[src/source/isa_pkg.sv]
package isa_pkg;

    // ------------------------------------------------------------------------
    // Architectural widths
    // ------------------------------------------------------------------------
    localparam int unsigned XLen = 32;

    // Address space of the control and status registers
    localparam int unsigned CsrAddrWidth = 12;

    // ------------------------------------------------------------------------
    // Functional unit operations
    // ------------------------------------------------------------------------
    typedef enum logic [4:0] {
        // Arithmetic, logic, shifts and set-less-than
        ADD,
        SUB,
        AND,
        OR,
        XOR,
        SLL,
        SRL,
        SRA,
        SLTS,
        SLTU,
        // Conditional branch comparisons
        EQ,
        NE,
        LTS,
        GES,
        LTU,
        GEU,
        // Unconditional jumps
        JAL,
        JALR,
        // CSR access
        CSR_READ,
        CSR_WRITE,
        // Multiplication, low word and the two high-word variants
        MUL,
        MULH,
        MULHU
    } fu_op_e;

endpackage

[src/source/ex_pkg.sv]
package ex_pkg;

    // Scoreboard entry index carried with every instruction
    localparam int unsigned TransIdBits = 3;

    // ------------------------------------------------------------------------
    // Issue side
    // ------------------------------------------------------------------------
    // One instruction as handed over by the issue stage
    typedef struct packed {
        isa_pkg::fu_op_e                 operation;
        logic [isa_pkg::XLen-1:0]        operand_a;
        logic [isa_pkg::XLen-1:0]        operand_b;
        logic [isa_pkg::XLen-1:0]        imm;
        logic [TransIdBits-1:0]          trans_id;
    } fu_data_t;

    // Prediction made by the front end for a control-flow instruction
    typedef struct packed {
        logic                            cf_taken;
        logic [isa_pkg::XLen-1:0]        predict_address;
    } branch_predict_t;

    // ------------------------------------------------------------------------
    // Result side
    // ------------------------------------------------------------------------
    // Outcome of a resolved branch or jump, sent back to the front end
    typedef struct packed {
        logic                            valid;
        logic [isa_pkg::XLen-1:0]        pc;
        logic [isa_pkg::XLen-1:0]        target_address;
        logic                            is_taken;
        logic                            is_mispredict;
    } bp_resolve_t;

    // Shared write-back port into the scoreboard
    typedef struct packed {
        logic                            valid;
        logic [TransIdBits-1:0]          trans_id;
        logic [isa_pkg::XLen-1:0]        result;
    } flu_wb_t;

endpackage

[src/source/alu.sv]
`timescale 1ns/10ps

module alu (
    input  ex_pkg::fu_data_t          fu_data_i,
    output logic [isa_pkg::XLen-1:0]  result_o,
    output logic                      branch_cmp_res_o
);

    localparam int unsigned ShamtBits = $clog2(isa_pkg::XLen);

    logic                      adder_negate;
    logic [isa_pkg::XLen-1:0]  adder_op_b;
    logic [isa_pkg::XLen:0]    adder_sum;
    logic [isa_pkg::XLen-1:0]  adder_result;
    logic                      adder_zero;
    logic                      less_unsigned;
    logic                      less_signed;
    logic                      less;
    logic [ShamtBits-1:0]      shamt;

    // ------------------------------------------------------------------------
    // Shared adder, subtracts for SUB and all comparisons
    // ------------------------------------------------------------------------
    assign adder_negate = fu_data_i.operation inside {isa_pkg::SUB, isa_pkg::SLTS,
        isa_pkg::SLTU, isa_pkg::EQ, isa_pkg::NE, isa_pkg::LTS, isa_pkg::GES,
        isa_pkg::LTU, isa_pkg::GEU};

    assign adder_op_b   = fu_data_i.operand_b ^ {isa_pkg::XLen{adder_negate}};
    assign adder_sum    = {1'b0, fu_data_i.operand_a} + {1'b0, adder_op_b}
                        + {{isa_pkg::XLen{1'b0}}, adder_negate};
    assign adder_result = adder_sum[isa_pkg::XLen-1:0];
    assign adder_zero   = ~|adder_result;

    // No carry out of a + ~b + 1 means a < b unsigned
    assign less_unsigned = ~adder_sum[isa_pkg::XLen];
    // Differing signs decide directly, otherwise the difference sign does
    assign less_signed = (fu_data_i.operand_a[isa_pkg::XLen-1] ^ fu_data_i.operand_b[isa_pkg::XLen-1])
                       ? fu_data_i.operand_a[isa_pkg::XLen-1]
                       : adder_result[isa_pkg::XLen-1];

    assign less = (fu_data_i.operation inside {isa_pkg::SLTS, isa_pkg::LTS, isa_pkg::GES})
                ? less_signed : less_unsigned;

    assign shamt = fu_data_i.operand_b[ShamtBits-1:0];

    // Branch condition
    always_comb begin
        unique case (fu_data_i.operation)
            isa_pkg::EQ:               branch_cmp_res_o = adder_zero;
            isa_pkg::NE:               branch_cmp_res_o = ~adder_zero;
            isa_pkg::LTS, isa_pkg::LTU: branch_cmp_res_o = less;
            isa_pkg::GES, isa_pkg::GEU: branch_cmp_res_o = ~less;
            default:                   branch_cmp_res_o = 1'b0;
        endcase
    end

    // Result select
    always_comb begin
        unique case (fu_data_i.operation)
            isa_pkg::ADD, isa_pkg::SUB: result_o = adder_result;
            isa_pkg::AND:  result_o = fu_data_i.operand_a & fu_data_i.operand_b;
            isa_pkg::OR:   result_o = fu_data_i.operand_a | fu_data_i.operand_b;
            isa_pkg::XOR:  result_o = fu_data_i.operand_a ^ fu_data_i.operand_b;
            isa_pkg::SLL:  result_o = fu_data_i.operand_a << shamt;
            isa_pkg::SRL:  result_o = fu_data_i.operand_a >> shamt;
            isa_pkg::SRA:  result_o = $unsigned($signed(fu_data_i.operand_a) >>> shamt);
            isa_pkg::SLTS, isa_pkg::SLTU: result_o = {{(isa_pkg::XLen-1){1'b0}}, less};
            default:       result_o = '0;
        endcase
    end

endmodule

[src/source/branch_unit.sv]
`timescale 1ns/10ps

module branch_unit (
    input  ex_pkg::fu_data_t          fu_data_i,
    input  logic [isa_pkg::XLen-1:0]  pc_i,
    input  logic                      is_compressed_i,
    input  logic                      branch_valid_i,
    input  ex_pkg::branch_predict_t   branch_predict_i,
    input  logic                      branch_cmp_res_i,
    output logic [isa_pkg::XLen-1:0]  link_addr_o,
    output ex_pkg::bp_resolve_t       resolved_branch_o
);

    logic                      is_jump;
    logic                      is_jalr;
    logic [isa_pkg::XLen-1:0]  target_base;
    logic [isa_pkg::XLen-1:0]  target_sum;
    logic [isa_pkg::XLen-1:0]  jump_target;
    logic [isa_pkg::XLen-1:0]  next_pc;
    logic                      taken;
    logic                      dir_wrong;
    logic                      target_wrong;

    // ------------------------------------------------------------------------
    // Target and fall-through addresses
    // ------------------------------------------------------------------------
    assign is_jalr = (fu_data_i.operation == isa_pkg::JALR);
    assign is_jump = is_jalr || (fu_data_i.operation == isa_pkg::JAL);

    // Register-relative only for JALR, PC-relative otherwise
    assign target_base = is_jalr ? fu_data_i.operand_a : pc_i;
    assign target_sum  = target_base + fu_data_i.imm;

    // JALR clears the lowest target bit
    assign jump_target = {target_sum[isa_pkg::XLen-1:1], target_sum[0] & ~is_jalr};

    // Next sequential instruction, also the link value
    assign next_pc     = pc_i + (is_compressed_i ? isa_pkg::XLen'(2) : isa_pkg::XLen'(4));
    assign link_addr_o = next_pc;

    // ------------------------------------------------------------------------
    // Resolution against the prediction
    // ------------------------------------------------------------------------
    assign taken = is_jump | branch_cmp_res_i;

    assign dir_wrong    = taken != branch_predict_i.cf_taken;
    assign target_wrong = taken && (jump_target != branch_predict_i.predict_address);

    always_comb begin
        resolved_branch_o.valid          = branch_valid_i;
        resolved_branch_o.pc             = pc_i;
        resolved_branch_o.is_taken       = taken;
        // Not taken reports where execution really continues
        resolved_branch_o.target_address = taken ? jump_target : next_pc;
        resolved_branch_o.is_mispredict  = branch_valid_i & (dir_wrong | target_wrong);
    end

endmodule

[src/source/csr_buffer.sv]
`timescale 1ns/10ps

module csr_buffer (
    input  logic                              clk_i,
    input  logic                              rst_ni,
    input  logic                              flush_i,
    input  logic                              csr_valid_i,
    input  logic                              csr_commit_i,
    input  ex_pkg::fu_data_t                  fu_data_i,
    output logic                              csr_ready_o,
    output logic [isa_pkg::XLen-1:0]          csr_result_o,
    output logic [isa_pkg::CsrAddrWidth-1:0]  csr_addr_o
);

    logic                              full_q;
    logic [isa_pkg::CsrAddrWidth-1:0]  addr_q;

    // Write data goes straight back, the CSR file is accessed at commit
    assign csr_result_o = fu_data_i.operand_a;
    assign csr_addr_o   = addr_q;

    // One entry only, so a held address blocks further issue
    assign csr_ready_o  = ~full_q;

    always_ff @(posedge clk_i or negedge rst_ni) begin
        if (!rst_ni) begin
            full_q <= 1'b0;
            addr_q <= '0;
        end else begin
            if (flush_i) begin
                full_q <= 1'b0;
            end else if (csr_valid_i) begin
                full_q <= 1'b1;
                addr_q <= fu_data_i.operand_b[isa_pkg::CsrAddrWidth-1:0];
            end else if (csr_commit_i) begin
                // Retired, the entry is free again
                full_q <= 1'b0;
            end
        end
    end

endmodule

[src/source/mult.sv]
`timescale 1ns/10ps

module mult (
    input  logic                              clk_i,
    input  logic                              rst_ni,
    input  logic                              flush_i,
    input  logic                              mult_valid_i,
    input  ex_pkg::fu_data_t                  fu_data_i,
    output logic [isa_pkg::XLen-1:0]          result_o,
    output logic                              mult_valid_o,
    output logic [ex_pkg::TransIdBits-1:0]    mult_trans_id_o
);

    logic                                  sign_ext;
    logic signed [isa_pkg::XLen:0]         op_a_ext;
    logic signed [isa_pkg::XLen:0]         op_b_ext;
    logic signed [2*isa_pkg::XLen-1:0]     product;
    logic [isa_pkg::XLen-1:0]              result_d;
    logic [isa_pkg::XLen-1:0]              result_q;
    logic                                  valid_q;
    logic [ex_pkg::TransIdBits-1:0]        trans_id_q;

    // ------------------------------------------------------------------------
    // Product
    // ------------------------------------------------------------------------
    // One extra bit makes MULH and MULHU share a signed multiplier
    assign sign_ext = (fu_data_i.operation == isa_pkg::MULH);
    assign op_a_ext = {sign_ext & fu_data_i.operand_a[isa_pkg::XLen-1], fu_data_i.operand_a};
    assign op_b_ext = {sign_ext & fu_data_i.operand_b[isa_pkg::XLen-1], fu_data_i.operand_b};
    assign product  = op_a_ext * op_b_ext;

    always_comb begin
        unique case (fu_data_i.operation)
            isa_pkg::MULH, isa_pkg::MULHU: result_d = product[2*isa_pkg::XLen-1:isa_pkg::XLen];
            default:                       result_d = product[isa_pkg::XLen-1:0];
        endcase
    end

    // ------------------------------------------------------------------------
    // Output stage
    // ------------------------------------------------------------------------
    always_ff @(posedge clk_i or negedge rst_ni) begin
        if (!rst_ni) begin
            valid_q <= 1'b0;
        end else begin
            valid_q <= mult_valid_i & ~flush_i;
        end
    end

    always_ff @(posedge clk_i) begin
        result_q   <= result_d;
        trans_id_q <= fu_data_i.trans_id;
    end

    // A flush one cycle after issue kills the pending result
    assign mult_valid_o    = valid_q & ~flush_i;
    assign result_o        = result_q;
    assign mult_trans_id_o = trans_id_q;

endmodule

[src/source/ex_stage.sv]
`timescale 1ns/10ps

module ex_stage (
    input  logic                              clk_i,
    input  logic                              rst_ni,
    input  logic                              flush_i,
    input  ex_pkg::fu_data_t                  fu_data_i,
    input  logic [isa_pkg::XLen-1:0]          pc_i,
    input  logic                              is_compressed_i,
    input  logic                              alu_valid_i,
    input  logic                              branch_valid_i,
    input  logic                              csr_valid_i,
    input  logic                              mult_valid_i,
    input  logic                              csr_commit_i,
    input  ex_pkg::branch_predict_t           branch_predict_i,
    output ex_pkg::flu_wb_t                   flu_wb_o,
    output logic                              flu_ready_o,
    output ex_pkg::bp_resolve_t               resolved_branch_o,
    output logic [isa_pkg::CsrAddrWidth-1:0]  csr_addr_o
);

    ex_pkg::fu_data_t                alu_data;
    ex_pkg::fu_data_t                mult_data;
    logic [isa_pkg::XLen-1:0]        alu_result;
    logic                            branch_cmp_res;
    logic [isa_pkg::XLen-1:0]        link_addr;
    logic [isa_pkg::XLen-1:0]        csr_result;
    logic                            csr_ready;
    logic [isa_pkg::XLen-1:0]        mult_result;
    logic                            mult_valid;
    logic [ex_pkg::TransIdBits-1:0]  mult_trans_id;

    // ------------------------------------------------------------------------
    // ALU and branch unit, both combinational
    // ------------------------------------------------------------------------
    // Keep the ALU inputs quiet unless it is actually used
    assign alu_data = (alu_valid_i | branch_valid_i) ? fu_data_i : '0;

    alu i_alu (
        .fu_data_i        ( alu_data       ),
        .result_o         ( alu_result     ),
        .branch_cmp_res_o ( branch_cmp_res )
    );

    // Branch path is timing critical, no silencing here
    branch_unit i_branch_unit (
        .fu_data_i         ( fu_data_i         ),
        .pc_i              ( pc_i              ),
        .is_compressed_i   ( is_compressed_i   ),
        .branch_valid_i    ( branch_valid_i    ),
        .branch_predict_i  ( branch_predict_i  ),
        .branch_cmp_res_i  ( branch_cmp_res    ),
        .link_addr_o       ( link_addr         ),
        .resolved_branch_o ( resolved_branch_o )
    );

    // ------------------------------------------------------------------------
    // CSR buffer and multiplier, both sequential
    // ------------------------------------------------------------------------
    csr_buffer i_csr_buffer (
        .clk_i        ( clk_i        ),
        .rst_ni       ( rst_ni       ),
        .flush_i      ( flush_i      ),
        .csr_valid_i  ( csr_valid_i  ),
        .csr_commit_i ( csr_commit_i ),
        .fu_data_i    ( fu_data_i    ),
        .csr_ready_o  ( csr_ready    ),
        .csr_result_o ( csr_result   ),
        .csr_addr_o   ( csr_addr_o   )
    );

    assign mult_data = mult_valid_i ? fu_data_i : '0;

    mult i_mult (
        .clk_i           ( clk_i         ),
        .rst_ni          ( rst_ni        ),
        .flush_i         ( flush_i       ),
        .mult_valid_i    ( mult_valid_i  ),
        .fu_data_i       ( mult_data     ),
        .result_o        ( mult_result   ),
        .mult_valid_o    ( mult_valid    ),
        .mult_trans_id_o ( mult_trans_id )
    );

    // ------------------------------------------------------------------------
    // Write-back merge
    // ------------------------------------------------------------------------
    always_comb begin
        flu_wb_o.valid    = alu_valid_i | branch_valid_i | csr_valid_i | mult_valid;
        // Link address when nothing else claims the port
        flu_wb_o.result   = link_addr;
        flu_wb_o.trans_id = fu_data_i.trans_id;
        if (alu_valid_i) begin
            flu_wb_o.result = alu_result;
        end else if (csr_valid_i) begin
            flu_wb_o.result = csr_result;
        end else if (mult_valid) begin
            flu_wb_o.result   = mult_result;
            flu_wb_o.trans_id = mult_trans_id;
        end
    end

    // Multiplier accepts every cycle, only the CSR buffer stalls
    assign flu_ready_o = csr_ready;

endmodule

[config.mk]
export PLATFORM = sky130hd
export DESIGN_NAME = ex_stage
export DESIGN_NICKNAME = d
export VERILOG_FILES = /design/src/source/isa_pkg.sv /design/src/source/ex_pkg.sv /design/src/source/alu.sv /design/src/source/branch_unit.sv /design/src/source/csr_buffer.sv /design/src/source/mult.sv /design/src/source/ex_stage.sv
export SDC_FILE = /design/constraint.sdc
export NUM_CORES = 2
export LEC_CHECK = 0
export ABC_AREA = 1
export BUFFER_PORTS_ARGS = -buffer_cell sky130_fd_sc_hd__buf_4
export CAP_MARGIN = 20
export CORE_MARGIN = 4
export CORE_UTILIZATION = 40
export CTS_CLUSTER_DIAMETER = 200
export DETAILED_ROUTE_END_ITERATION = 6
export GPL_ROUTABILITY_DRIVEN = 0
export GPL_TIMING_DRIVEN = 1
export PLACE_DENSITY = 0.67
export RECOVER_POWER = 50
export SYNTH_ARGS = -nofsm -noshare
export SYNTH_HDL_FRONTEND = slang
export SYNTH_SLANG_ARGS = --single-unit
[constraint.sdc]
create_clock -name clk_i -period 5.1 [get_ports clk_i]
set_input_delay 0.51 -clock clk_i [delete_from_list [all_inputs] [get_ports clk_i]]
set_output_delay 0.51 -clock clk_i [all_outputs]
set_load 0.02 [all_outputs]
==> summary.txt <==
STA
  • Max Clock Skew: 0 ns
  • Setup slack after layout: -2.884 ns
  • Slew HR: -1.452%
  • Pins over their slew limit: 2
  • RSZ-0062 raised after global routing: yes
  • Actual slew at the worst max-slew pin: about 1.5 ns
  • Crit share post-route: 156.6%
  • Peak Freq: around 130 MHz
  • Final setup violation count: just under 70
  • Final critical-path required period: around 8 ns
  • Hold slack final: about 0.33 ns
  • Final hold vios: 0
  • Setup TNS after final layout: -85.12 ns

Critical path
  • Number of cells on the critical path: 37
  • Critical-path top delay cell: fa_2
  • Critical path's most frequent cell: fa_1
  • CP Buf/Inv Count: 12
  • R2R setup slack: roughly 4.4 ns
  • Crit path from: fu_data_i[103]
  • CP Capture Point: i_mult.result_o[28]
  • CP Max Fanout: 8
  • Crit path kind: in -> reg
  • Critical Path Max Stage Delay: ~0.6 ns
  • Worst Path Required: ~5.4 ns
  • Worst r2r src: i_csr_buffer.csr_addr_o[1]
  • Worst Reg-to-Reg Cells: 2
  • CP Capture Type: register
  • Cell class contributing the biggest share of worst-path delay: adder cells
  • CP Launch Type: primary input
  • Capture point of the worst reg-to-reg path: i_csr_buffer.csr_addr_o[1]
  • Worst EP arrival: about 8.3 ns

GRT
  • Global-route wire length before repair: 376.3 mm
  • Largest net degree at the start of global routing: 55
  • Final global-route overflow total: 0
  • Number of global-route vias before repair: between 50000 and 60000
  • GRT Resource Usage Total: between 30 and 40%
  • Initial antenna violation count: 41

Synthesis
  • Synth Net Count: 8794
  • Dominant cells by area after synthesis: fa_1 (43%), nand2_1 (12%), inv_1 (12%), ha_1 (8.2%), nor2_1 (5.0%)
  • Fraction of registers with async set/reset: around 29%
  • Main synth FF type: dfxtp_1
  • Number of synthesized flops with an enable pin: 0
  • Synth cell count leaders: nand2_1 (1704), inv_1 (1619), fa_1 (1128)
  • Syn_area_per_cell: roughly 7.3 µm²
  • Unique masters post-synth: 59
  • Sequential-to-total area share from yosys stat: 2.011%
  • YS warnings: 0
  • Most frequent cell after synthesis: nand2_1
  • Yosys reg bits: between 40 and 50
  • Mapped Area: 0.05225 mm²
  • Area fraction of the dominant cell type after synthesis: 43.22%
  • Leading area contributor after synthesis: fa_1
  • Mapped Cells: 7147

Clock network
  • CTS Buffer Depth: 2
  • Clock root cell: clkbuf_16
  • Clock sinks: 49
  • Clk_lat worst skew: 0.34 ns
  • Clock buffer count from CTS: 5
  • CTS tree: built
  • H-tree levels: 2
  • Worst-path clk slew: about 0.090 ns
  • # hold bufs at CTS: 0

Final layout
  • FF/Latch Area: about 0.0011 mm²
  • Final Cell Area: about 0.07 mm²
  • Final nets: around 10000
  • Area occupied by multi-input gates: roughly 0.047 mm²
  • Ratio of cells with drive above 1 in the final layout: 26.90%
  • Finished Layout Cells: 10140
  • Area grow syn2layout: 33.72%
  • Fillers: approximately 12000

Floorplan
  • Die X: approximately 370 µm
  • Full die area: roughly 0.14 mm²
  • Starting Density: 40.30%
  • Row count: 132
  • Io pins: ~300
  • Die height: approximately 370 µm
  • Core area: approximately 0.13 mm²

Detailed routing
  • Via Count: 57770
  • DRC: 196
  • Final wirelength: roughly 270 mm
  • Drt pass-1 iters: 7
  • WL/cell: 26.55 µm
  • Post-route ant nets: 0
  • Avg Vias per Cell: between 5 and 6
  • Initial DRC count: a little over 8000

Placement
  • PortBufs: ~290
  • Dpl cell area: between 0.06 and 0.07 mm²
  • Placed cells: around 9900
  • Final HPWL DP: about 220 mm

Job
  • Max cap viols: 1

Run status
  • Outcome: finished, violations left
  • Failing checks: DRC, capacitance limit, slew limit, setup timing

Hold path
  • Hold Path Class: in -> reg
## per-stage QoR
stage / setup slack, ns / utilization (%)
finish: -2.884 / 53.89
global route: -3.045 / 53.82
CTS: -2.579 / 51.64
detailed placement: -3.248 / 49.99
global placement: -3.246 / 49.99
floorplan: -2.554 / -
## per-layer routing
layer | GRT usage [%] | part of all wire [%] | wire (µm)
met3 | 17.06 | 15 | 41720
met2 | 54.35 | 40 | 108300
met4 | 34.56 | 13 | 33650
met1 | 42.09 | 32 | 84900
met5 | 0.8191 | 0.21 | 566
## registers in the layout (all words and copies together) (netlist names)
register	flops
i_mult.result_o	32
i_csr_buffer.csr_addr_o	12
i_mult.mult_trans_id_o	3
i_csr_buffer.full_q	1
i_mult.valid_q	1
## timing repair
item / in CTS / in global routing
pin swaps: 107 / 209
resized for setup: 345 / 584
gates cloned: 8 / 5
setup buffers: 54 / 88
setup endpoints to repair: 66 / 76
## cell type report
type / instances / area share (%)
Timing Repair inverter: 1 / 0.01612
Inverter: 1653 / 9.006
Clock buffer: 5 / 0.1791
Antenna cell: 43 / 0.1540
Timing Repair Buffer: 1503 / 18.56
Multi-Input combinational cell: 5138 / 67.39
Tap cell: 1742 / 3.120
Sequential cell: 49 / 1.504
Clock inverter: 3 / 0.07163
## cells by family after synthesis
family                   synth area share (%)
AND/OR/NAND/NOR                         20.53
buffers and inverters                   14.42
adder cells (fa/ha/maj)                 51.38
AO/OA/AOI/OAI                           9.054
XOR/XNOR                                2.316
flip-flops                              2.011
multiplexers                           0.2873
## cell usage in the layout (no fill, tap or decap), types with 55 or more instances in the layout
| master | n |
|---|---|
| a21oi_1 | 132 |
| buf_12 | 82 |
| ha_1 | 289 |
| inv_2 | 90 |
| nand2_1 | 1544 |
| nor2_2 | 59 |
| o21ai_0 | 297 |
| xor2_1 | 78 |
| a21oi_2 | 55 |
| fa_1 | 1078 |
| buf_6 | 97 |
| nand3_1 | 139 |
| nand2_2 | 124 |
| inv_1 | 1524 |
| buf_4 | 1294 |
| nor2_1 | 590 |
## how the worst min path moves through the flow
stage                        from                    endpoint  slack, ns  depth (start not counted)
after floorplan            rst_ni  i_csr_buffer.csr_addr_o[0]       0.21                          0
after global placement     rst_ni              i_mult.valid_q       0.44                          1
after detailed placement   rst_ni              i_mult.valid_q       0.44                          1
after CTS                  rst_ni              i_mult.valid_q       0.07                          1
after global routing      flush_i              i_mult.valid_q       0.34                          2
final                     flush_i              i_mult.valid_q       0.33                          2
## worst register-to-register path: cells and delay by family (launching register included)
family	cells	cell delay [ns]
AND/OR/NAND/NOR	1	0.07
AO/OA/AOI/OAI	1	0.10
flip-flops	1	0.40
Power is not shown: default switching activity piles up to over one toggle a cycle in this logic, so the estimate is an artifact.
